<file path="config.mk">
export PLATFORM = sky130hd
export DESIGN_NAME = ll_sync_top
export DESIGN_NICKNAME = d
export VERILOG_FILES = /design/src/rtl/ll_sync_pkg.sv /design/src/rtl/ll_word_if.sv /design/src/rtl/level_delay.sv /design/src/rtl/ll_online_capture.sv /design/src/rtl/ll_auto_sync.sv /design/src/rtl/ll_link_gate.sv /design/src/rtl/ll_sync_top.sv
export SDC_FILE = /design/constraint.sdc
export NUM_CORES = 1
export LEC_CHECK = 0
export BUFFER_PORTS_ARGS = -buffer_cell sky130_fd_sc_hd__buf_2
export CORE_UTILIZATION = 50
export CTS_BUF_LIST = sky130_fd_sc_hd__clkbuf_8
export CTS_CLUSTER_SIZE = 20
export DETAILED_ROUTE_END_ITERATION = 6
export GPL_ROUTABILITY_DRIVEN = 0
export PLACE_DENSITY = 0.77
export SLEW_MARGIN = 15
export SYNTH_ARGS = -nofsm -noshare
export SYNTH_HDL_FRONTEND = slang
export SYNTH_HIERARCHICAL = 1
export SYNTH_SLANG_ARGS = --single-unit
</file>
<file path="constraint.sdc">
create_clock -name clk_wr -period 1.95 [get_ports clk_wr]
set_clock_uncertainty 0.2 [all_clocks]
set_input_delay 0.39 -clock clk_wr [delete_from_list [all_inputs] [get_ports clk_wr]]
set_output_delay 0.39 -clock clk_wr [all_outputs]
set_load 0.02 [all_outputs]
</file>
<file path="src/rtl/ll_sync_pkg.sv">
package ll_sync_pkg;

  ////////////////////
  // Default widths and options
  ////////////////////

  // Defaults only, the top level sets the real values
  parameter int DEF_DATA_WIDTH        = 32;
  parameter int DEF_MARKER_WIDTH      = 1;
  parameter bit DEF_PERSISTENT_MARKER = 1'b0;
  parameter bit DEF_PERSISTENT_STROBE = 1'b0;
  parameter bit DEF_NO_MARKER         = 1'b0;

  ////////////////////
  // Link types
  ////////////////////

  // One link data word
  typedef logic [DEF_DATA_WIDTH-1:0]   ll_word_t;
  // User marker bits
  typedef logic [DEF_MARKER_WIDTH-1:0] ll_marker_t;
  // Delay count in clk_wr cycles, used for X, Y and Z
  typedef logic [15:0]                 ll_delay_t;

  // Transmit online sequencing
  typedef enum logic [2:0] {
    OFFLINE,
    WAIT_Z,
    WAIT_MRK1,
    WAIT_MRK2,
    WAIT_Y,
    ONLINE
  } ll_seq_state_t;

endpackage

</file>
<file path="src/rtl/ll_word_if.sv">
interface ll_word_if #(
  parameter int DATA_WIDTH   = ll_sync_pkg::DEF_DATA_WIDTH,
  parameter int MARKER_WIDTH = ll_sync_pkg::DEF_MARKER_WIDTH
);

  // Captured words, one per cycle
  logic [DATA_WIDTH-1:0]   tx_data;
  logic [DATA_WIDTH-1:0]   rx_data;
  // User marker and strobe of the transmit word
  logic [MARKER_WIDTH-1:0] tx_mrk;
  logic                    tx_stb;
  // Online levels after the synchronizers
  logic                    tx_online_s;
  logic                    rx_online_s;

  // Capture stage drives everything
  modport src (output tx_data, rx_data, tx_mrk, tx_stb, tx_online_s, rx_online_s);

  // Sequencer only looks at control
  modport seq (input tx_mrk, tx_stb, tx_online_s, rx_online_s);

  // Output gate only takes the payload
  modport sink (input tx_data, rx_data);

endinterface

</file>
<file path="src/rtl/level_delay.sv">
module level_delay (
  input  logic                  clk_wr,
  input  logic                  rst_wr_n,
  input  logic                  enable,
  input  ll_sync_pkg::ll_delay_t delay_value,
  output logic                  delayed_en
);

  import ll_sync_pkg::*;

  // Cycles seen with enable high
  ll_delay_t count;
  // Count has hit delay_value
  logic      count_done;

  // Counter runs only while enable is high
  // and parks once it meets the programmed value
  always_ff @(posedge clk_wr or negedge rst_wr_n) begin
    if (!rst_wr_n) begin
      count      <= '0;
      count_done <= 1'b0;
    end else if (!enable) begin
      count      <= '0;
      count_done <= 1'b0;
    end else if (count == delay_value) begin
      count_done <= 1'b1;
    end else begin
      count <= count + 16'd1;
    end
  end

  // One more flop so the rise lands D+1 edges after enable
  // Drops on the same edge that sees enable low
  always_ff @(posedge clk_wr or negedge rst_wr_n) begin
    if (!rst_wr_n) begin
      delayed_en <= 1'b0;
    end else begin
      delayed_en <= enable & count_done;
    end
  end

endmodule

</file>
<file path="src/rtl/ll_online_capture.sv">
module ll_online_capture (
  input  logic                   clk_wr,
  input  logic                   rst_wr_n,
  input  logic                   tx_online,
  input  logic                   rx_online,
  input  ll_sync_pkg::ll_word_t   tx_data,
  input  ll_sync_pkg::ll_word_t   rx_data,
  input  ll_sync_pkg::ll_marker_t tx_mrk,
  input  logic                   tx_stb,
  ll_word_if.src                 cap
);

  ////////////////////
  // Online synchronizers
  ////////////////////

  // Two flops each, online levels come from another clock domain
  logic [1:0] tx_online_sync;
  logic [1:0] rx_online_sync;

  always_ff @(posedge clk_wr or negedge rst_wr_n) begin
    if (!rst_wr_n) begin
      tx_online_sync <= 2'b00;
      rx_online_sync <= 2'b00;
    end else begin
      tx_online_sync <= {tx_online_sync[0], tx_online};
      rx_online_sync <= {rx_online_sync[0], rx_online};
    end
  end

  assign cap.tx_online_s = tx_online_sync[1];
  assign cap.rx_online_s = rx_online_sync[1];

  ////////////////////
  // Word register
  ////////////////////

  // Single stage, one cycle ahead of the online levels
  always_ff @(posedge clk_wr or negedge rst_wr_n) begin
    if (!rst_wr_n) begin
      cap.tx_data <= '0;
      cap.rx_data <= '0;
      cap.tx_mrk  <= '0;
      cap.tx_stb  <= 1'b0;
    end else begin
      cap.tx_data <= tx_data;
      cap.rx_data <= rx_data;
      cap.tx_mrk  <= tx_mrk;
      cap.tx_stb  <= tx_stb;
    end
  end

endmodule

</file>
<file path="src/rtl/ll_auto_sync.sv">
module ll_auto_sync #(
  parameter int MARKER_WIDTH      = ll_sync_pkg::DEF_MARKER_WIDTH,
  parameter bit PERSISTENT_MARKER = ll_sync_pkg::DEF_PERSISTENT_MARKER,
  parameter bit PERSISTENT_STROBE = ll_sync_pkg::DEF_PERSISTENT_STROBE,
  parameter bit NO_MARKER         = ll_sync_pkg::DEF_NO_MARKER
) (
  input  logic                   clk_wr,
  input  logic                   rst_wr_n,
  ll_word_if.seq                 cap,
  input  ll_sync_pkg::ll_delay_t  delay_x_value,
  input  ll_sync_pkg::ll_delay_t  delay_y_value,
  input  ll_sync_pkg::ll_delay_t  delay_z_value,
  output ll_sync_pkg::ll_marker_t auto_mrk,
  output logic                   auto_stb,
  output logic                   tx_online_delay,
  output logic                   rx_online_delay
);

  import ll_sync_pkg::*;

  ll_seq_state_t state;
  ll_seq_state_t state_nxt;

  logic z_done;
  logic y_en;
  logic sighting;
  logic mrk_window;
  logic first_hit;
  logic past_first;

  ////////////////////
  // Z delay on tx online
  ////////////////////

  level_delay z_dly (
    .clk_wr      (clk_wr),
    .rst_wr_n    (rst_wr_n),
    .enable      (cap.tx_online_s),
    .delay_value (delay_z_value),
    .delayed_en  (z_done)
  );

  ////////////////////
  // Marker counting
  ////////////////////

  // Strobe stands in for the marker when there is none
  assign sighting = NO_MARKER ? cap.tx_stb : (|cap.tx_mrk);

  // Counting opens as soon as Z has expired, WAIT_Z included
  assign mrk_window = z_done & ((state == WAIT_Z) | (state == WAIT_MRK1));
  assign first_hit  = mrk_window & sighting;

  always_comb begin
    state_nxt = state;
    case (state)
      OFFLINE:   if (cap.tx_online_s) state_nxt = WAIT_Z;
      WAIT_Z: begin
        if (first_hit) begin
          state_nxt = WAIT_MRK2;
        end else if (z_done) begin
          state_nxt = WAIT_MRK1;
        end
      end
      WAIT_MRK1: if (first_hit) state_nxt = WAIT_MRK2;
      WAIT_MRK2: if (sighting) state_nxt = WAIT_Y;
      WAIT_Y:    if (tx_online_delay) state_nxt = ONLINE;
      default:   state_nxt = state;
    endcase
    // Losing online restarts the whole sequence
    if (!cap.tx_online_s) begin
      state_nxt = OFFLINE;
    end
  end

  always_ff @(posedge clk_wr or negedge rst_wr_n) begin
    if (!rst_wr_n) begin
      state <= OFFLINE;
    end else begin
      state <= state_nxt;
    end
  end

  ////////////////////
  // Y delay after second marker
  ////////////////////

  // Held off by z_done too, so a drop clears Y one edge later
  assign y_en = z_done & ((state == WAIT_Y) | (state == ONLINE));

  level_delay y_dly (
    .clk_wr      (clk_wr),
    .rst_wr_n    (rst_wr_n),
    .enable      (y_en),
    .delay_value (delay_y_value),
    .delayed_en  (tx_online_delay)
  );

  ////////////////////
  // Marker and strobe gating
  ////////////////////

  // First sighting already registered
  assign past_first = (state == WAIT_MRK2) | (state == WAIT_Y) | (state == ONLINE);

  // Marker word of the first sighting still goes out, later ones are dropped
  assign auto_mrk = PERSISTENT_MARKER ? cap.tx_mrk :
                    (cap.tx_mrk & {MARKER_WIDTH{~past_first}});

  // One strobe word only, on the first sighting
  assign auto_stb = PERSISTENT_STROBE ? cap.tx_stb : (cap.tx_stb & first_hit);

  ////////////////////
  // X delay on rx online
  ////////////////////

  level_delay x_dly (
    .clk_wr      (clk_wr),
    .rst_wr_n    (rst_wr_n),
    .enable      (cap.rx_online_s),
    .delay_value (delay_x_value),
    .delayed_en  (rx_online_delay)
  );

endmodule

</file>
<file path="src/rtl/ll_link_gate.sv">
module ll_link_gate #(
  parameter int DATA_WIDTH = ll_sync_pkg::DEF_DATA_WIDTH
) (
  input  logic                   clk_wr,
  input  logic                   rst_wr_n,
  ll_word_if.sink                cap,
  input  ll_sync_pkg::ll_marker_t auto_mrk,
  input  logic                   auto_stb,
  input  logic                   tx_online_delay,
  input  logic                   rx_online_delay,
  output ll_sync_pkg::ll_word_t   tx_data_out,
  output ll_sync_pkg::ll_word_t   rx_data_out,
  output ll_sync_pkg::ll_marker_t tx_auto_mrk,
  output logic                   tx_auto_stb,
  output logic                   tx_online_out,
  output logic                   rx_online_out
);

  ////////////////////
  // Data gating
  ////////////////////

  // Words are zero until the matching side is online
  always_ff @(posedge clk_wr or negedge rst_wr_n) begin
    if (!rst_wr_n) begin
      tx_data_out <= '0;
      rx_data_out <= '0;
    end else begin
      tx_data_out <= cap.tx_data & {DATA_WIDTH{tx_online_delay}};
      rx_data_out <= cap.rx_data & {DATA_WIDTH{rx_online_delay}};
    end
  end

  ////////////////////
  // Control outputs
  ////////////////////

  // Same one-cycle stage as the data, keeps everything aligned
  always_ff @(posedge clk_wr or negedge rst_wr_n) begin
    if (!rst_wr_n) begin
      tx_auto_mrk   <= '0;
      tx_auto_stb   <= 1'b0;
      tx_online_out <= 1'b0;
      rx_online_out <= 1'b0;
    end else begin
      tx_auto_mrk   <= auto_mrk;
      tx_auto_stb   <= auto_stb;
      tx_online_out <= tx_online_delay;
      rx_online_out <= rx_online_delay;
    end
  end

endmodule

</file>
<file path="src/rtl/ll_sync_top.sv">
module ll_sync_top #(
  parameter int DATA_WIDTH        = ll_sync_pkg::DEF_DATA_WIDTH,
  parameter int MARKER_WIDTH      = ll_sync_pkg::DEF_MARKER_WIDTH,
  parameter bit PERSISTENT_MARKER = ll_sync_pkg::DEF_PERSISTENT_MARKER,
  parameter bit PERSISTENT_STROBE = ll_sync_pkg::DEF_PERSISTENT_STROBE,
  parameter bit NO_MARKER         = ll_sync_pkg::DEF_NO_MARKER
) (
  input  logic                   clk_wr,
  input  logic                   rst_wr_n,
  input  logic                   tx_online,
  input  logic                   rx_online,
  input  ll_sync_pkg::ll_word_t   tx_data,
  input  ll_sync_pkg::ll_word_t   rx_data,
  input  ll_sync_pkg::ll_marker_t tx_mrk,
  input  logic                   tx_stb,
  input  ll_sync_pkg::ll_delay_t  delay_x_value,
  input  ll_sync_pkg::ll_delay_t  delay_y_value,
  input  ll_sync_pkg::ll_delay_t  delay_z_value,
  output ll_sync_pkg::ll_word_t   tx_data_out,
  output ll_sync_pkg::ll_word_t   rx_data_out,
  output ll_sync_pkg::ll_marker_t tx_auto_mrk,
  output logic                   tx_auto_stb,
  output logic                   tx_online_out,
  output logic                   rx_online_out
);

  // Sequencer to output gate
  ll_sync_pkg::ll_marker_t auto_mrk;
  logic                   auto_stb;
  logic                   tx_online_delay;
  logic                   rx_online_delay;

  // Captured word and synchronized online levels
  ll_word_if #(.DATA_WIDTH(DATA_WIDTH), .MARKER_WIDTH(MARKER_WIDTH)) cap_if ();

  // Input side
  ll_online_capture u_capture (
    .clk_wr    (clk_wr),
    .rst_wr_n  (rst_wr_n),
    .tx_online (tx_online),
    .rx_online (rx_online),
    .tx_data   (tx_data),
    .rx_data   (rx_data),
    .tx_mrk    (tx_mrk),
    .tx_stb    (tx_stb),
    .cap       (cap_if.src)
  );

  // Delays and marker sequencing
  ll_auto_sync #(
    .MARKER_WIDTH      (MARKER_WIDTH),
    .PERSISTENT_MARKER (PERSISTENT_MARKER),
    .PERSISTENT_STROBE (PERSISTENT_STROBE),
    .NO_MARKER         (NO_MARKER)
  ) u_auto_sync (
    .clk_wr          (clk_wr),
    .rst_wr_n        (rst_wr_n),
    .cap             (cap_if.seq),
    .delay_x_value   (delay_x_value),
    .delay_y_value   (delay_y_value),
    .delay_z_value   (delay_z_value),
    .auto_mrk        (auto_mrk),
    .auto_stb        (auto_stb),
    .tx_online_delay (tx_online_delay),
    .rx_online_delay (rx_online_delay)
  );

  // Output side
  ll_link_gate #(.DATA_WIDTH(DATA_WIDTH)) u_link_gate (
    .clk_wr          (clk_wr),
    .rst_wr_n        (rst_wr_n),
    .cap             (cap_if.sink),
    .auto_mrk        (auto_mrk),
    .auto_stb        (auto_stb),
    .tx_online_delay (tx_online_delay),
    .rx_online_delay (rx_online_delay),
    .tx_data_out     (tx_data_out),
    .rx_data_out     (rx_data_out),
    .tx_auto_mrk     (tx_auto_mrk),
    .tx_auto_stb     (tx_auto_stb),
    .tx_online_out   (tx_online_out),
    .rx_online_out   (rx_online_out)
  );

endmodule

</file>
Word level (Yosys, flattened, before mapping):

Index checks and enable logic that the tools add are counted.

* register bits: 195
* bits of input ports: 118
* output and inout bits: 68
* word-level logic and storage cells: 80

* add/sub/neg operators: 3
* eq/ne operators: 19
* mux-type cells: 19
* bitwise operators: 15
* reduce and logical (&&, ||, !) cells: 2

Operators with widths (count)
* $mux W16: 6
* $and A32 B32 Y32: 2
* $add A16 B1 Y16 const B: 3
* $eq A16 B16 Y1: 3
* $mux W3: 6
* $pmux W3 S5: 1
* $and A1 B1 Y1: 8
* $eq A3 B2 Y1 const B: 2
* $eq A3 B3 Y1 const B: 2
* $mux W1: 6
* $ne A2 B1 Y1 const B: 3
* $ne A2 B2 Y1 const B: 3
* $ne A3 B3 Y1 const B: 2
* $ne A6 B1 Y1 const B: 1
* $reduce_and A5 Y1: 1
* $ne A4 B3 Y1 const B: 1
* $or A1 B1 Y1: 4
* $eq A3 B1 Y1 const B: 1
* $logic_not A3 Y1: 1
* $ne A3 B2 Y1 const B: 1
* $not A1 Y1: 1

Depth between registers and ports, before layout:

Gate-level depths: netlist of run 1.

* depth after elaboration: 7
* depth in mapped cells: 8
* gate-level depth less buffers: 6

Hierarchy:

Netlist of run 1, hierarchy kept.

Modules (own cells, without submodules)
* level_delay: times used 3, cells an instance 119, area an instance 1152.4 sq um, sequential area each 450.4 sq um
* ll_link_gate: times used 1, cells an instance 138, area an instance 2179.6 sq um, sequential area each 1701.6 sq um
* ll_online_capture: times used 1, cells an instance 70, area an instance 1751.7 sq um, sequential area each 1751.7 sq um
* ll_auto_sync: times used 1, cells an instance 23, area an instance 207.7 sq um, sequential area each 75.1 sq um

Worst setup path before layout of run 1:

No wires, ideal clock.

* kind: register to register
* start: reg u_auto_sync.y_dly.count[5]
* end: reg u_auto_sync.y_dly.count[1]
* library setup time: 0.132 ns
* arrival time: 1.655 ns
* required time: 1.618 ns
* setup slack: -0.037 ns
* stages on the path, launching flop included: 8
* buffers on the path: 2
* clock period less this slack: 1.987 ns
* cells stage by stage: dfrtp_1 -> xnor2_2 -> nand4_2 -> nor4_4 -> buf_6 -> buf_12 -> mux2i_1 -> nor2_1

* cells in the longest elaborated chain, start to end: 2

RTL lines
* start: declaration: line level_delay.sv:12 `ll_delay_t count;`
* start signal: assignment: line level_delay.sv:28 `count <= count + 16'd1;`
* $eq A16 B16 Y1: line level_delay.sv:25 `end else if (count == delay_value) begin`
* $ne A2 B2 Y1 (no source line)

Every way passes these cells.
A chain may end at the register's enable or synchronous reset.

Worst setup path in the final report of run 1:

* start: reg u_auto_sync.z_dly.count[12]
* end: reg u_auto_sync.z_dly.count[6]

* cells in the longest elaborated chain, start to end: 2

RTL lines (line)
* start: declaration: level_delay.sv:12
* start signal: assignment: level_delay.sv:28
* $eq A16 B16 Y1: level_delay.sv:25
* $ne A2 B2 Y1 (no source line)

Every way passes these cells.

==> metrics, run 1 <==
result of the run=complete, but fails checks; violated checks=DRC, setup timing; total wire length=19.6 mm; combinational group share of total power=7.3%; Worst R2R Start=u_auto_sync/z_dly/count[12]$_DFFE_PN0P_; commonest cells in the netlist=sky130_fd_sc_hd__dfrtp_1 (195), sky130_fd_sc_hd__xnor2_1 (46), sky130_fd_sc_hd__and2_2 (38); minimum clock period after layout=2090 ps; Worst-Margin Slew=835 ps; warnings from Yosys=6; final cell area excluding filler cells=10700 sq um; most used flip-flop cell after synthesis=sky130_fd_sc_hd__dfrtp_1; Detail Placement HPWL=11.8 mm; post-synth top area share=64.2%; Slowest Stage Delay on Critical Path=410 ps; Post-synth EDFFs=0; fill count=887; worst slack after detailed placement=-115 ps; syn_nets=709; Synth Instances=588; endpoint required time on the critical path=2140 ps; max-capacitance violation count=0; via count=5985; end-of-flow core utilization=73.1%; antenna violations before repair=0; net load switching power=1750 uW; clock insertion delay at the later pin of the skew report=460 ps; die outline area=15700 sq um; vias in the first global route=5966; area of the multi-input gates=2830 sq um; Pleak=0.00512 uW; first-pass GRT wire length=29.7 mm; number of failing hold endpoints at the final stage=0; share of layout cells above drive strength 1=46.3%; Setup crit start kind=flip-flop; register area share after synthesis=64.2%; number of buffers created by CTS=17; post-synthesis cell type with the largest combined area=sky130_fd_sc_hd__dfrtp_1; Site Rows=44; final net count=1045; number of nets still failing antenna checks after routing=0; FF-to-FF setup slack=-140 ps; ranking of synthesized cells by area=sky130_fd_sc_hd__dfrtp_1 (64%), sky130_fd_sc_hd__xnor2_1 (5.3%), sky130_fd_sc_hd__and2_2 (3.8%); buffers from clock root to sink, at most=2; area added between synthesis and finish=41.4%; # port buffers=185; proportion of register bits with asynchronous set or reset after synthesis=100%; worst hold-check slack=157 ps; unrepaired setup endpoints after global routing=true; post-placement cell area=9010 sq um; post-DR vias/cell=5.34; number of clock sinks=195; floorplan die width=125 microns; initial core utilization=51.7%; cell internal power dissipation=5400 uW; total congestion overflow=0; number of remaining DRC errors=23; # setup viols final=33; Worst Hold Launch=u_capture/rx_online_sync[0]$_DFF_PN0_; die outline height=125 microns; core region area=14700 sq um; worst max-slew margin expressed relative to the limit=44.3%; flops & latches, synth=195; Root Driver=sky130_fd_sc_hd__clkbuf_8; portion of total power attributed to sequential cells=58.2%; slowest CP cell=sky130_fd_sc_hd__dfrtp_1; CTS tree=yes; detailed-route wire length per cell=17.5 microns; critical setup path kind=flip-flop to flip-flop; capturing element type of the critical path=flip-flop; clock transition at the registers of the reported paths=100 ps; Worst Slack Setup Final=-140 ps; CP cell instances=xnor2_1, nand4_1, buf_4, nor4_4, buf_6, clkbuf_16, o31ai_1, a21oi_2; Max VDD drop=0.401 mV; number of pins exceeding their max-slew limit in the final report=0; IO Pins=186; diode count=0; netlist area before placement=7600 sq um; number of different library cells in the post-synthesis netlist=45; maximum number of pins on one net before global-route repair=47; synthesized area per cell=12.9 sq um; worst reg2reg path depth=8; Worst Hold End=u_capture/rx_online_sync[1]$_DFF_PN0_; 1st-iter DRT viols=403; switching power share of the total=24.5%; Power Density=666 nW/um^2; max frequency=0.479 GHz; number of H-tree branching levels=4; final cycle utilization of the critical path=107%; endpoint arrival time on the critical path=2280 ps; top-count cell post-synth=sky130_fd_sc_hd__dfrtp_1; register cell area after layout=4890 sq um; worst hold path depth=0; GR Util All Layers=24.4%; classification of the worst-slack hold path=flip-flop to flip-flop; first drt pass iteration count=7; capture instance of the worst register-to-register path=u_auto_sync/z_dly/count[6]$_DFFE_PN0P_; relative contribution of the clock network to total power=34.6%; largest fanout of any net on the critical path=6
==> how the worst max path moves through the flow <==
stage | start | end | slack (ps) | depth (start not counted)
3_5_place_dp | delay_y_value[0] | u_auto_sync/y_dly/count[14]$_DFFE_PN0P_ | -120 | 7
2_1_floorplan | u_auto_sync/y_dly/count[8]$_DFFE_PN0P_ | u_auto_sync/y_dly/count[1]$_DFFE_PN0P_ | -20 | 8
3_3_place_gp | delay_y_value[15] | u_auto_sync/y_dly/count[14]$_DFFE_PN0P_ | -50 | 7
6_report | u_auto_sync/z_dly/count[12]$_DFFE_PN0P_ | u_auto_sync/z_dly/count[6]$_DFFE_PN0P_ | -140 | 8
5_1_grt | u_auto_sync/z_dly/count[14]$_DFFE_PN0P_ | u_auto_sync/z_dly/count[6]$_DFFE_PN0P_ | -230 | 8
4_1_cts | u_auto_sync/y_dly/count[9]$_DFFE_PN0P_ | u_auto_sync/y_dly/count[14]$_DFFE_PN0P_ | -20 | 6
==> per-stage QoR <==
| step | std cells | power, uW | setup TNS [ps] |
|---|---|---|---|
| finish | 1121 | 7160 | -2290 |
| global route | 1121 | 7450 | -5510 |
| CTS | 1103 | 7160 | -40.7 |
| detailed placement | 989 | 4600 | -1730 |
| global placement | 989 | 4580 | -158 |
| floorplan | 588 | 4330 | -67.5 |
==> layout by cell type (no fill, tap or decap), types with 4 or more instances in the layout <==
cell	count
sky130_fd_sc_hd__buf_6	7
sky130_fd_sc_hd__dlygate4sd3_1	69
sky130_fd_sc_hd__inv_1	7
sky130_fd_sc_hd__or4_1	4
sky130_fd_sc_hd__a21oi_1	19
sky130_fd_sc_hd__and4_4	4
sky130_fd_sc_hd__o31ai_1	6
sky130_fd_sc_hd__nand3_1	18
sky130_fd_sc_hd__xnor2_1	36
sky130_fd_sc_hd__xnor2_2	13
sky130_fd_sc_hd__o21ai_2	13
sky130_fd_sc_hd__buf_4	75
sky130_fd_sc_hd__buf_12	4
sky130_fd_sc_hd__clkinv_4	4
sky130_fd_sc_hd__and2_2	38
sky130_fd_sc_hd__or3_1	15
sky130_fd_sc_hd__o21ai_1	9
sky130_fd_sc_hd__nand2_1	18
sky130_fd_sc_hd__a31oi_1	5
sky130_fd_sc_hd__clkbuf_8	20
sky130_fd_sc_hd__and4_1	5
sky130_fd_sc_hd__or4_4	5
sky130_fd_sc_hd__or3_4	9
sky130_fd_sc_hd__dfrtp_1	189
sky130_fd_sc_hd__o21ai_0	4
sky130_fd_sc_hd__dfrtp_2	6
sky130_fd_sc_hd__nor2_1	19
sky130_fd_sc_hd__and2_1	29
sky130_fd_sc_hd__a21oi_2	17
sky130_fd_sc_hd__nand4_1	15
sky130_fd_sc_hd__buf_2	184
sky130_fd_sc_hd__inv_6	4
==> final cells by class <==
cell class	instances	share of cell area, %
tap	184	2.14
multi-input combinational	361	26.3
inverter	7	0.245
sequential	195	45.5
timing repair buffer	342	22.3
clock inverter	13	1.06
clock buffer	19	2.43
==> critical path: cells and delay by family (launching register included) <==
kind,cells,cell delay (ps)
flip-flops,1,410
AO/OA/AOI/OAI,2,240
buffers and inverters,3,520
AND/OR/NAND/NOR,2,430
XOR/XNOR,1,220
==> cells by family after synthesis <==
kind of cell / count (synthesis) / share of synthesized area (%)
muxes: 3 / 0.395
DFF: 195 / 64.2
AOI/OAI and AO/OA: 98 / 7.94
adders and majority gates: 3 / 0.494
buffers and inverters: 32 / 3.36
and+or+nand+nor: 205 / 17.3
xor gates and xnor gates: 52 / 6.29
==> power by group through the flow <==
stage / combinational, uW / sequential (uW) / clock, uW
floorplan: 99.5 / 4230 / 0
global placement: 347 / 4230 / 0
detailed placement: 365 / 4240 / 0
CTS: 487 / 4160 / 2510
global route: 568 / 4170 / 2710
finish: 521 / 4160 / 2470
==> flip-flops by register name, indices dropped and copies added, names as in the netlist, 2 cells and up <==
signal	cells
u_capture/cap.tx_data	32
u_auto_sync/y_dly/count	16
u_auto_sync/state	3
u_auto_sync/z_dly/count	16
u_link_gate/tx_data_out	32
u_capture/cap.rx_data	32
u_capture/tx_online_sync	2
u_link_gate/rx_data_out	32
u_auto_sync/x_dly/count	16
u_capture/rx_online_sync	2
==> routing by layer <==
metal | GRT usage, % | vias to the layer above | share of wire, %
li1 | - | 2723 | -
met1 | 28.9 | 2935 | 39
met2 | 43.0 | 276 | 52
met3 | 5.78 | 51 | 6.5
met4 | 9.83 | 0 | 2.6
met5 | 0 | - | 0
==> repair_timing <==
action	in CTS	in global routing
gates cloned	0	4
gates resized for setup	14	80
hold buffers	69	0
setup endpoints to repair	43	48
hold endpoints to repair	108	0
pin swaps	29	74
buffers inserted	13	15
Power figures use the tool's default switching activity.
==> inputs of run 2 (changes only) <==
ABC_AREA = 1   (was default)
CORE_UTILIZATION = 51   (was 50)
PLACE_DENSITY = 0.78   (was 0.77)
==> metrics, run 2 <==
proportion of register bits with asynchronous set or reset after synthesis=100% (unchanged); clock transition at the registers of the reported paths=100 ps (about the same); detailed-route wire length per cell=12.8 microns (-27%); final net count=1401 (+34%); number of failing hold endpoints at the final stage=0 (unchanged); unrepaired setup endpoints after global routing=false; number of different library cells in the post-synthesis netlist=26 (-42%); Post-synth EDFFs=0 (unchanged); vias in the first global route=7016 (+18%); via count=7117 (+19%); minimum clock period after layout=1810 ps (-275 ps); critical setup path kind=flip-flop to flip-flop; worst hold path depth=0 (unchanged); top-count cell post-synth=sky130_fd_sc_hd__nand2_1; 1st-iter DRT viols=369 (-8.4%); highest-count cells in the layout ignoring fill and taps=sky130_fd_sc_hd__nand2_1 (331), sky130_fd_sc_hd__dfrtp_1 (195), sky130_fd_sc_hd__buf_2 (184), sky130_fd_sc_hd__inv_1 (153); most used flip-flop cell after synthesis=sky130_fd_sc_hd__dfrtp_1; core region area=16800 sq um (+14%); result of the run=completed; post-synth top area share=55.2% (-9.0 points); number of clock sinks=195 (unchanged); endpoint required time on the critical path=2100 ps (-40 ps); Worst R2R Start=u_auto_sync/z_dly/count[0]$_DFFE_PN0P_; number of pins exceeding their max-slew limit in the final report=0 (unchanged); total wire length=19.3 mm (-1.5%); Setup crit start kind=flip-flop; share of layout cells above drive strength 1=25.7% (-21 points); Design Power=7710 uW (+7.7%); Setup Total Neg Slack=0 ps (+2290 ps); Worst Hold Launch=u_capture/tx_online_sync[0]$_DFF_PN0_; Worst Hold End=u_capture/tx_online_sync[1]$_DFF_PN0_; fill count=1357 (+53%); floorplan die width=134 microns (+6.7%); # setup viols final=0 (-100%); Synth Instances=1012 (+72%); number of H-tree branching levels=4 (unchanged); endpoint arrival time on the critical path=1960 ps (-320 ps); Root Driver=sky130_fd_sc_hd__clkbuf_8; Worst-Margin Slew=404 ps (-431 ps); CTS tree=yes; number of buffers created by CTS=17 (unchanged); ranking of synthesized cells by area=sky130_fd_sc_hd__dfrtp_1 (55%), sky130_fd_sc_hd__nand2_1 (14%), sky130_fd_sc_hd__inv_1 (6.5%); worst slack after detailed placement=65.1 ps (+181 ps); post-DR vias/cell=4.70 (-12%); area added between synthesis and finish=26.4%; worst reg2reg path depth=9 (+1); worst max-slew margin expressed relative to the limit=73.0% (+29 points); die outline area=17900 sq um (+14%); classification of the worst-slack hold path=flip-flop to flip-flop; max-capacitance violation count=0 (unchanged); Max VDD drop=0.623 mV (+55%); maximum number of pins on one net before global-route repair=46 (-2.1%); syn_nets=1133 (+60%); number of nets still failing antenna checks after routing=0 (unchanged); largest fanout of any net on the critical path=15 (+9); antenna violations before repair=0 (unchanged); total length of routed met3 wires=987 microns (-23%); post-synthesis cell type with the largest combined area=sky130_fd_sc_hd__dfrtp_1; final cycle utilization of the critical path=93.1% (-14 points); register area share after synthesis=55.2% (-9.0 points); Pleak=0.00666 uW (+30%); netlist area before placement=8830 sq um (+16%); initial core utilization=52.7% (+1.0 points); diode count=0 (unchanged); max frequency=0.551 GHz (+15%); total met2 wirelength after detailed routing=9.48 mm (-7.5%); total congestion overflow=0 (unchanged); Worst Slack Setup Final=135 ps (+275 ps); Routed met1 length=8.37 mm (+11%); capture instance of the worst register-to-register path=u_auto_sync/z_dly/count[14]$_DFFE_PN0P_; first drt pass iteration count=5 (-2); GR Util All Layers=23.2% (-1.3 points); buffers from clock root to sink, at most=2 (unchanged); flops & latches, synth=195 (unchanged); first-pass GRT wire length=32.5 mm (+9.2%); warnings from Yosys=6 (unchanged); synthesized area per cell=8.73 sq um (-32%); die outline height=134 microns (+6.7%); # port buffers=185 (unchanged); Site Rows=47 (+6.8%); FF-to-FF setup slack=140 ps (+270 ps); clock insertion delay at the later pin of the skew report=460 ps (about the same); Power Density=690 nW/um^2 (+3.7%); IO Pins=186 (unchanged); commonest cells in the netlist=sky130_fd_sc_hd__nand2_1 (331), sky130_fd_sc_hd__dfrtp_1 (195), sky130_fd_sc_hd__inv_1 (153); number of remaining DRC errors=0 (-100%); most common cell after layout, fill and taps aside=sky130_fd_sc_hd__nand2_1; capturing element type of the critical path=flip-flop; Detail Placement HPWL=13.4 mm (+14%); uppermost layer routed=met4
==> run 2: cell types whose count changed after synthesis, moves of 20 or more <==
cell	before	now
sky130_fd_sc_hd__a21oi_1	33	1
sky130_fd_sc_hd__and2_1	29	0
sky130_fd_sc_hd__and2_2	38	0
sky130_fd_sc_hd__inv_1	7	153
sky130_fd_sc_hd__inv_2	0	24
sky130_fd_sc_hd__nand2_1	20	331
sky130_fd_sc_hd__nand3_2	0	31
sky130_fd_sc_hd__nand4_1	15	55
sky130_fd_sc_hd__nor2_1	22	69
sky130_fd_sc_hd__o21ai_1	21	1
sky130_fd_sc_hd__or3_1	24	0
sky130_fd_sc_hd__xnor2_1	46	0
sky130_fd_sc_hd__xor2_1	3	30
==> run 2: worst max path at each step <==
stage | start | end | slack, ps
global route | u_auto_sync/y_dly/count[1]$_DFFE_PN0P_ | u_auto_sync/y_dly/count[12]$_DFFE_PN0P_ | 6
CTS | u_auto_sync/z_dly/count[0]$_DFFE_PN0P_ | u_auto_sync/z_dly/count[2]$_DFFE_PN0P_ | 80
floorplan | u_auto_sync/x_dly/count[0]$_DFFE_PN0P_ | u_auto_sync/x_dly/count[12]$_DFFE_PN0P_ | 340
detailed placement | delay_z_value[0] | u_auto_sync/z_dly/count[14]$_DFFE_PN0P_ | 70
global placement | delay_z_value[1] | u_auto_sync/z_dly/count[2]$_DFFE_PN0P_ | 130
finish | u_auto_sync/z_dly/count[0]$_DFFE_PN0P_ | u_auto_sync/z_dly/count[14]$_DFFE_PN0P_ | 140
==> run 2: stage by stage <==
stage          util [%]  cell area [sq um]  instances  hold WS [ps]
2_1_floorplan         -               8830       1012          -106
3_3_place_gp       59.9              10000       1409           132
3_5_place_dp       59.9              10000       1409           136
4_1_cts            66.5              11100       1510           160
5_1_grt            66.6              11200       1513           161
6_report           66.6              11200       1513           158
==> run 2: final cells by class <==
class | instances | area, sq um | area share [%]
Sequential cell | 195 | 4880 | 43.7
Multi-Input combinational cell | 610 | 3070 | 27.5
Timing Repair Buffer | 278 | 1860 | 16.6
Inverter | 178 | 668 | 5.99
Tap cell | 220 | 275 | 2.47
Clock buffer | 18 | 248 | 2.22
Clock inverter | 14 | 168 | 1.50
==> run 2: timing repair <==
action,CTS,global route
setup endpoints to repair,0,3
endpoints found under the hold margin,124,0
resized for setup,0,1
hold buffers,69,0
setup buffers,0,3
==> run 2: logic make-up (layout without fill, tap and decap cells) <==
family | Yosys count | after routing | share of synthesized area [%]
and+or+nand+nor | 564 | 564 | 30.6
buffers and inverters | 207 | 488 | 10.0
DFF | 195 | 195 | 55.2
xor gates and xnor gates | 30 | 30 | 2.97
AOI/OAI and AO/OA | 13 | 13 | 0.765
adders and majority gates | 3 | 3 | 0.425
==> run 2: power breakdown <==
group | internal [uW] | switching (uW)
registers | 4150 | 97.4
clock network | 1110 | 1530
logic | 373 | 439
==> run 2: per-layer routing <==
metal	GRT usage (%)	vias to the layer above
met3	5.75	34
met2	39.3	224
li1	-	3600
met1	28.5	3259
met4	8.96	0
met5	0	-
==> run 2: critical path, stage by stage (launching register included) <==
cell and delay, ps:
sky130_fd_sc_hd__dfrtp_1 430, sky130_fd_sc_hd__inv_1 80, sky130_fd_sc_hd__nand2_1 60, sky130_fd_sc_hd__nand2_1 50, sky130_fd_sc_hd__nor2_1 240, sky130_fd_sc_hd__nand2_2 140
sky130_fd_sc_hd__nor2_8 170, sky130_fd_sc_hd__nand2_4 170, sky130_fd_sc_hd__nand3_1 120, sky130_fd_sc_hd__nand2_1 60
==> inputs of run 3 (changes only) <==
SYNTH_HIERARCHICAL = default   (was 1)
==> metrics, run 3 <==
Max VDD drop=0.513 mV (-18%); via count=7452 (+4.7%); number of clock sinks=195 (unchanged); total met2 wirelength after detailed routing=10.5 mm (+11%); antenna violations before repair=2 (+2); final net count=1452 (+3.6%); vias in the first global route=7223 (+3.0%); synthesized area per cell=8.33 sq um (-4.6%); cell family contributing the most delay on the critical path=simple AND/OR/NAND/NOR gates; most used flip-flop cell after synthesis=sky130_fd_sc_hd__dfrtp_1; top-count cell post-synth=sky130_fd_sc_hd__nand2_1; Site Rows=47 (unchanged); highest-count cells in the layout ignoring fill and taps=sky130_fd_sc_hd__nand2_1 (363), sky130_fd_sc_hd__dfrtp_1 (186), sky130_fd_sc_hd__buf_2 (184), sky130_fd_sc_hd__inv_1 (178), sky130_fd_sc_hd__nor2_1 (88); capture instance of the worst register-to-register path=u_auto_sync.x_dly.count[0]$_DFFE_PN0P_; worst max-slew margin expressed relative to the limit=67.4% (-5.6 points); number of cells in the design after placement=1461 (+3.7%); net load switching power=2110 uW (+1.9%); clock insertion delay at the later pin of the skew report=480 ps (+20 ps); portion of total power attributed to sequential cells=55.5% (+0.4 points); Worst-Margin Slew=489 ps (+84.4 ps); slowest CP cell=sky130_fd_sc_hd__dfrtp_1; number of failing hold endpoints at the final stage=0 (unchanged); initial core utilization=52.7% (about the same); most used cell, CP=sky130_fd_sc_hd__nand2_1; Setup crit start kind=flip-flop; die outline area=17900 sq um (about the same); total wire length=20.4 mm (+5.7%); critical setup path kind=flip-flop to flip-flop; floorplan die width=134 microns (about the same); relative contribution of the clock network to total power=36.2% (+1.9 points); netlist area before placement=8840 sq um (about the same); warnings from Yosys=0 (-6); syn_nets=1182 (+4.3%); result of the run=completed; unrepaired setup endpoints after global routing=false; Power Density=671 nW/um^2 (-2.9%); largest fanout of any net on the critical path=11 (-4); final cycle utilization of the critical path=91.3% (-1.8 points); buffers from clock root to sink, at most=2 (unchanged); CP cell instances=inv_1, nand2_1, nand2_1, nor2_1, nand2_1, nor2_4, buf_4, nand4_1, nand2_1; maximum number of pins on one net before global-route repair=57 (+24%); number of different library cells in the post-synthesis netlist=20 (-23%); capturing element type of the critical path=flip-flop; GR Util All Layers=24.1% (+0.96 points); post-DR vias/cell=4.76 (+1.2%); Detail Placement HPWL=13.7 mm (+2.4%); number of remaining DRC errors=0 (unchanged); number of buffers created by CTS=17 (unchanged); Post-synth EDFFs=0 (unchanged); max frequency=0.562 GHz (+1.9%); Setup Total Neg Slack=0 ps (unchanged); number of H-tree branching levels=4 (unchanged); Slowest Stage Delay on Critical Path=460 ps (+30 ps); first-pass GRT wire length=33.8 mm (+4.3%); number of nets still failing antenna checks after routing=0 (unchanged); max-capacitance violation count=0 (unchanged); # setup viols final=0 (unchanged); # port buffers=185 (unchanged); post-synth top area share=55.2% (about the same); cell internal power dissipation=5450 uW (-3.3%); Worst Path Buf+Inv=2 (+1); detailed-route wire length per cell=13.0 microns (+2.1%); core region area=16800 sq um (unchanged); worst reg2reg path depth=9 (unchanged); ranking of synthesized cells by area=sky130_fd_sc_hd__dfrtp_1 (55%), sky130_fd_sc_hd__nand2_1 (15%), sky130_fd_sc_hd__inv_1 (7.6%); commonest cells in the netlist=sky130_fd_sc_hd__nand2_1 (363), sky130_fd_sc_hd__dfrtp_1 (195), sky130_fd_sc_hd__inv_1 (178); post-synthesis cell type with the largest combined area=sky130_fd_sc_hd__dfrtp_1; Synth Instances=1061 (+4.8%); uppermost layer routed=met4; number of pins exceeding their max-slew limit in the final report=0 (unchanged); flops & latches, synth=195 (unchanged); first drt pass iteration count=5 (unchanged); proportion of register bits with asynchronous set or reset after synthesis=100% (unchanged); total congestion overflow=0 (unchanged); launching instance or port of the critical path=u_auto_sync.x_dly.count[4]$_DFFE_PN0P_; Stages on worst setup path=9 (unchanged); Worst R2R Start=u_auto_sync.x_dly.count[4]$_DFFE_PN0P_; Pleak=0.00667 uW (+0.19%); switching power share of the total=27.9% (+1.0 points); share of layout cells above drive strength 1=23.6% (-2.1 points); register area share after synthesis=55.2% (about the same); clock transition at the registers of the reported paths=120 ps (+20 ps); die outline height=134 microns (about the same); combinational group share of total power=8.3% (-2.2 points); fill count=1302 (-4.1%); Routed met1 length=8.54 mm (+2.1%); Root Driver=sky130_fd_sc_hd__clkbuf_8; IO Pins=186 (unchanged); most common cell after layout, fill and taps aside=sky130_fd_sc_hd__nand2_1; area added between synthesis and finish=27.5%; FF-to-FF setup slack=170 ps (+30 ps); total length of routed met3 wires=808 microns (-18%); Cell Count, Final, Fillers Out=1566 (+3.5%); minimum clock period after layout=1780 ps (-34.2 ps); CTS tree=yes; endpoint required time on the critical path=2180 ps (+80 ps); critical path endpoint=u_auto_sync.x_dly.count[0]$_DFFE_PN0P_; endpoint arrival time on the critical path=2010 ps (+50 ps); classification of the worst-slack hold path=flip-flop to flip-flop; 1st-iter DRT viols=359 (-2.7%)
## run 3: kinds of logic after synthesis
family	Yosys count	share of synthesized area [%]
flops	195	55.2
xor+xnor	23	2.28
fa+ha+maj	3	0.425
compound gates	15	0.878
simple gates	597	30.6
buf+inv	228	10.6
## run 3: cell type report
class,instances,area [sq um],area share [%]
repair buffers,281,1890,16.8
well taps,220,275,2.44
multi-input cells,638,3030,26.9
inverters,198,743,6.59
diodes,2,5.00,0.0444
clock buffers,17,234,2.08
clock inverters,15,198,1.75
flip-flops and latches,195,4890,43.4
## run 3: worst min-delay path by stage
stage / startpoint / cells past startpoint / slack, ps / to
6_report: u_capture.rx_online_sync[0]$_DFF_PN0_ / 0 / 160 / u_capture.rx_online_sync[1]$_DFF_PN0_
5_1_grt: u_capture.rx_online_sync[0]$_DFF_PN0_ / 0 / 170 / u_capture.rx_online_sync[1]$_DFF_PN0_
4_1_cts: u_capture.rx_online_sync[0]$_DFF_PN0_ / 0 / 160 / u_capture.rx_online_sync[1]$_DFF_PN0_
3_5_place_dp: u_capture.rx_online_sync[0]$_DFF_PN0_ / 0 / 140 / u_capture.rx_online_sync[1]$_DFF_PN0_
3_3_place_gp: u_capture.tx_online_sync[0]$_DFF_PN0_ / 0 / 140 / u_capture.tx_online_sync[1]$_DFF_PN0_
2_1_floorplan: rst_wr_n / 0 / -110 / u_auto_sync.state[0]$_DFFE_PN0P_
## run 3: timing repair
item | 4_1_cts | 5_1_grt
gates resized for setup | 0 | 12
endpoints found under the setup margin | 0 | 9
buffers inserted | 0 | 2
endpoints found under the hold margin | 124 | 0
hold buffers | 69 | 0
## run 3: per-stage QoR
stage	utilization (%)	setup slack (ps)	total power (uW)	hold WS (ps)	instance area, sq um
2_1_floorplan	-	327	4500	-106	8840
3_3_place_gp	60.3	128	4770	136	10100
3_5_place_dp	60.3	103	4790	137	10100
4_1_cts	67.0	72.1	7610	164	11200
5_1_grt	67.2	2.97	7880	168	11300
6_report	67.2	169	7560	162	11300
## run 3: layer usage
layer / track usage [%] / vias up
met5: 0 / -
met4: 10.1 / 0
met3: 3.84 / 42
met2: 42.1 / 195
met1: 29.8 / 3454
li1: - / 3761
## run 3: power by group through the flow
stage | sequential (uW) | clock (uW) | combinational, uW
after CTS | 4200 | 2780 | 627
after detailed placement | 4280 | 0 | 514
after global routing | 4210 | 2960 | 706
after global placement | 4270 | 0 | 498
after floorplan | 4260 | 0 | 238
final | 4200 | 2740 | 626
## run 3: worst reg2reg max path: cells and delay by family, from the launching register on
| kind | cells | cell delay (ps) |
|---|---|---|
| flops | 1 | 460 |
| simple gates | 7 | 750 |
| buf+inv | 2 | 320 |
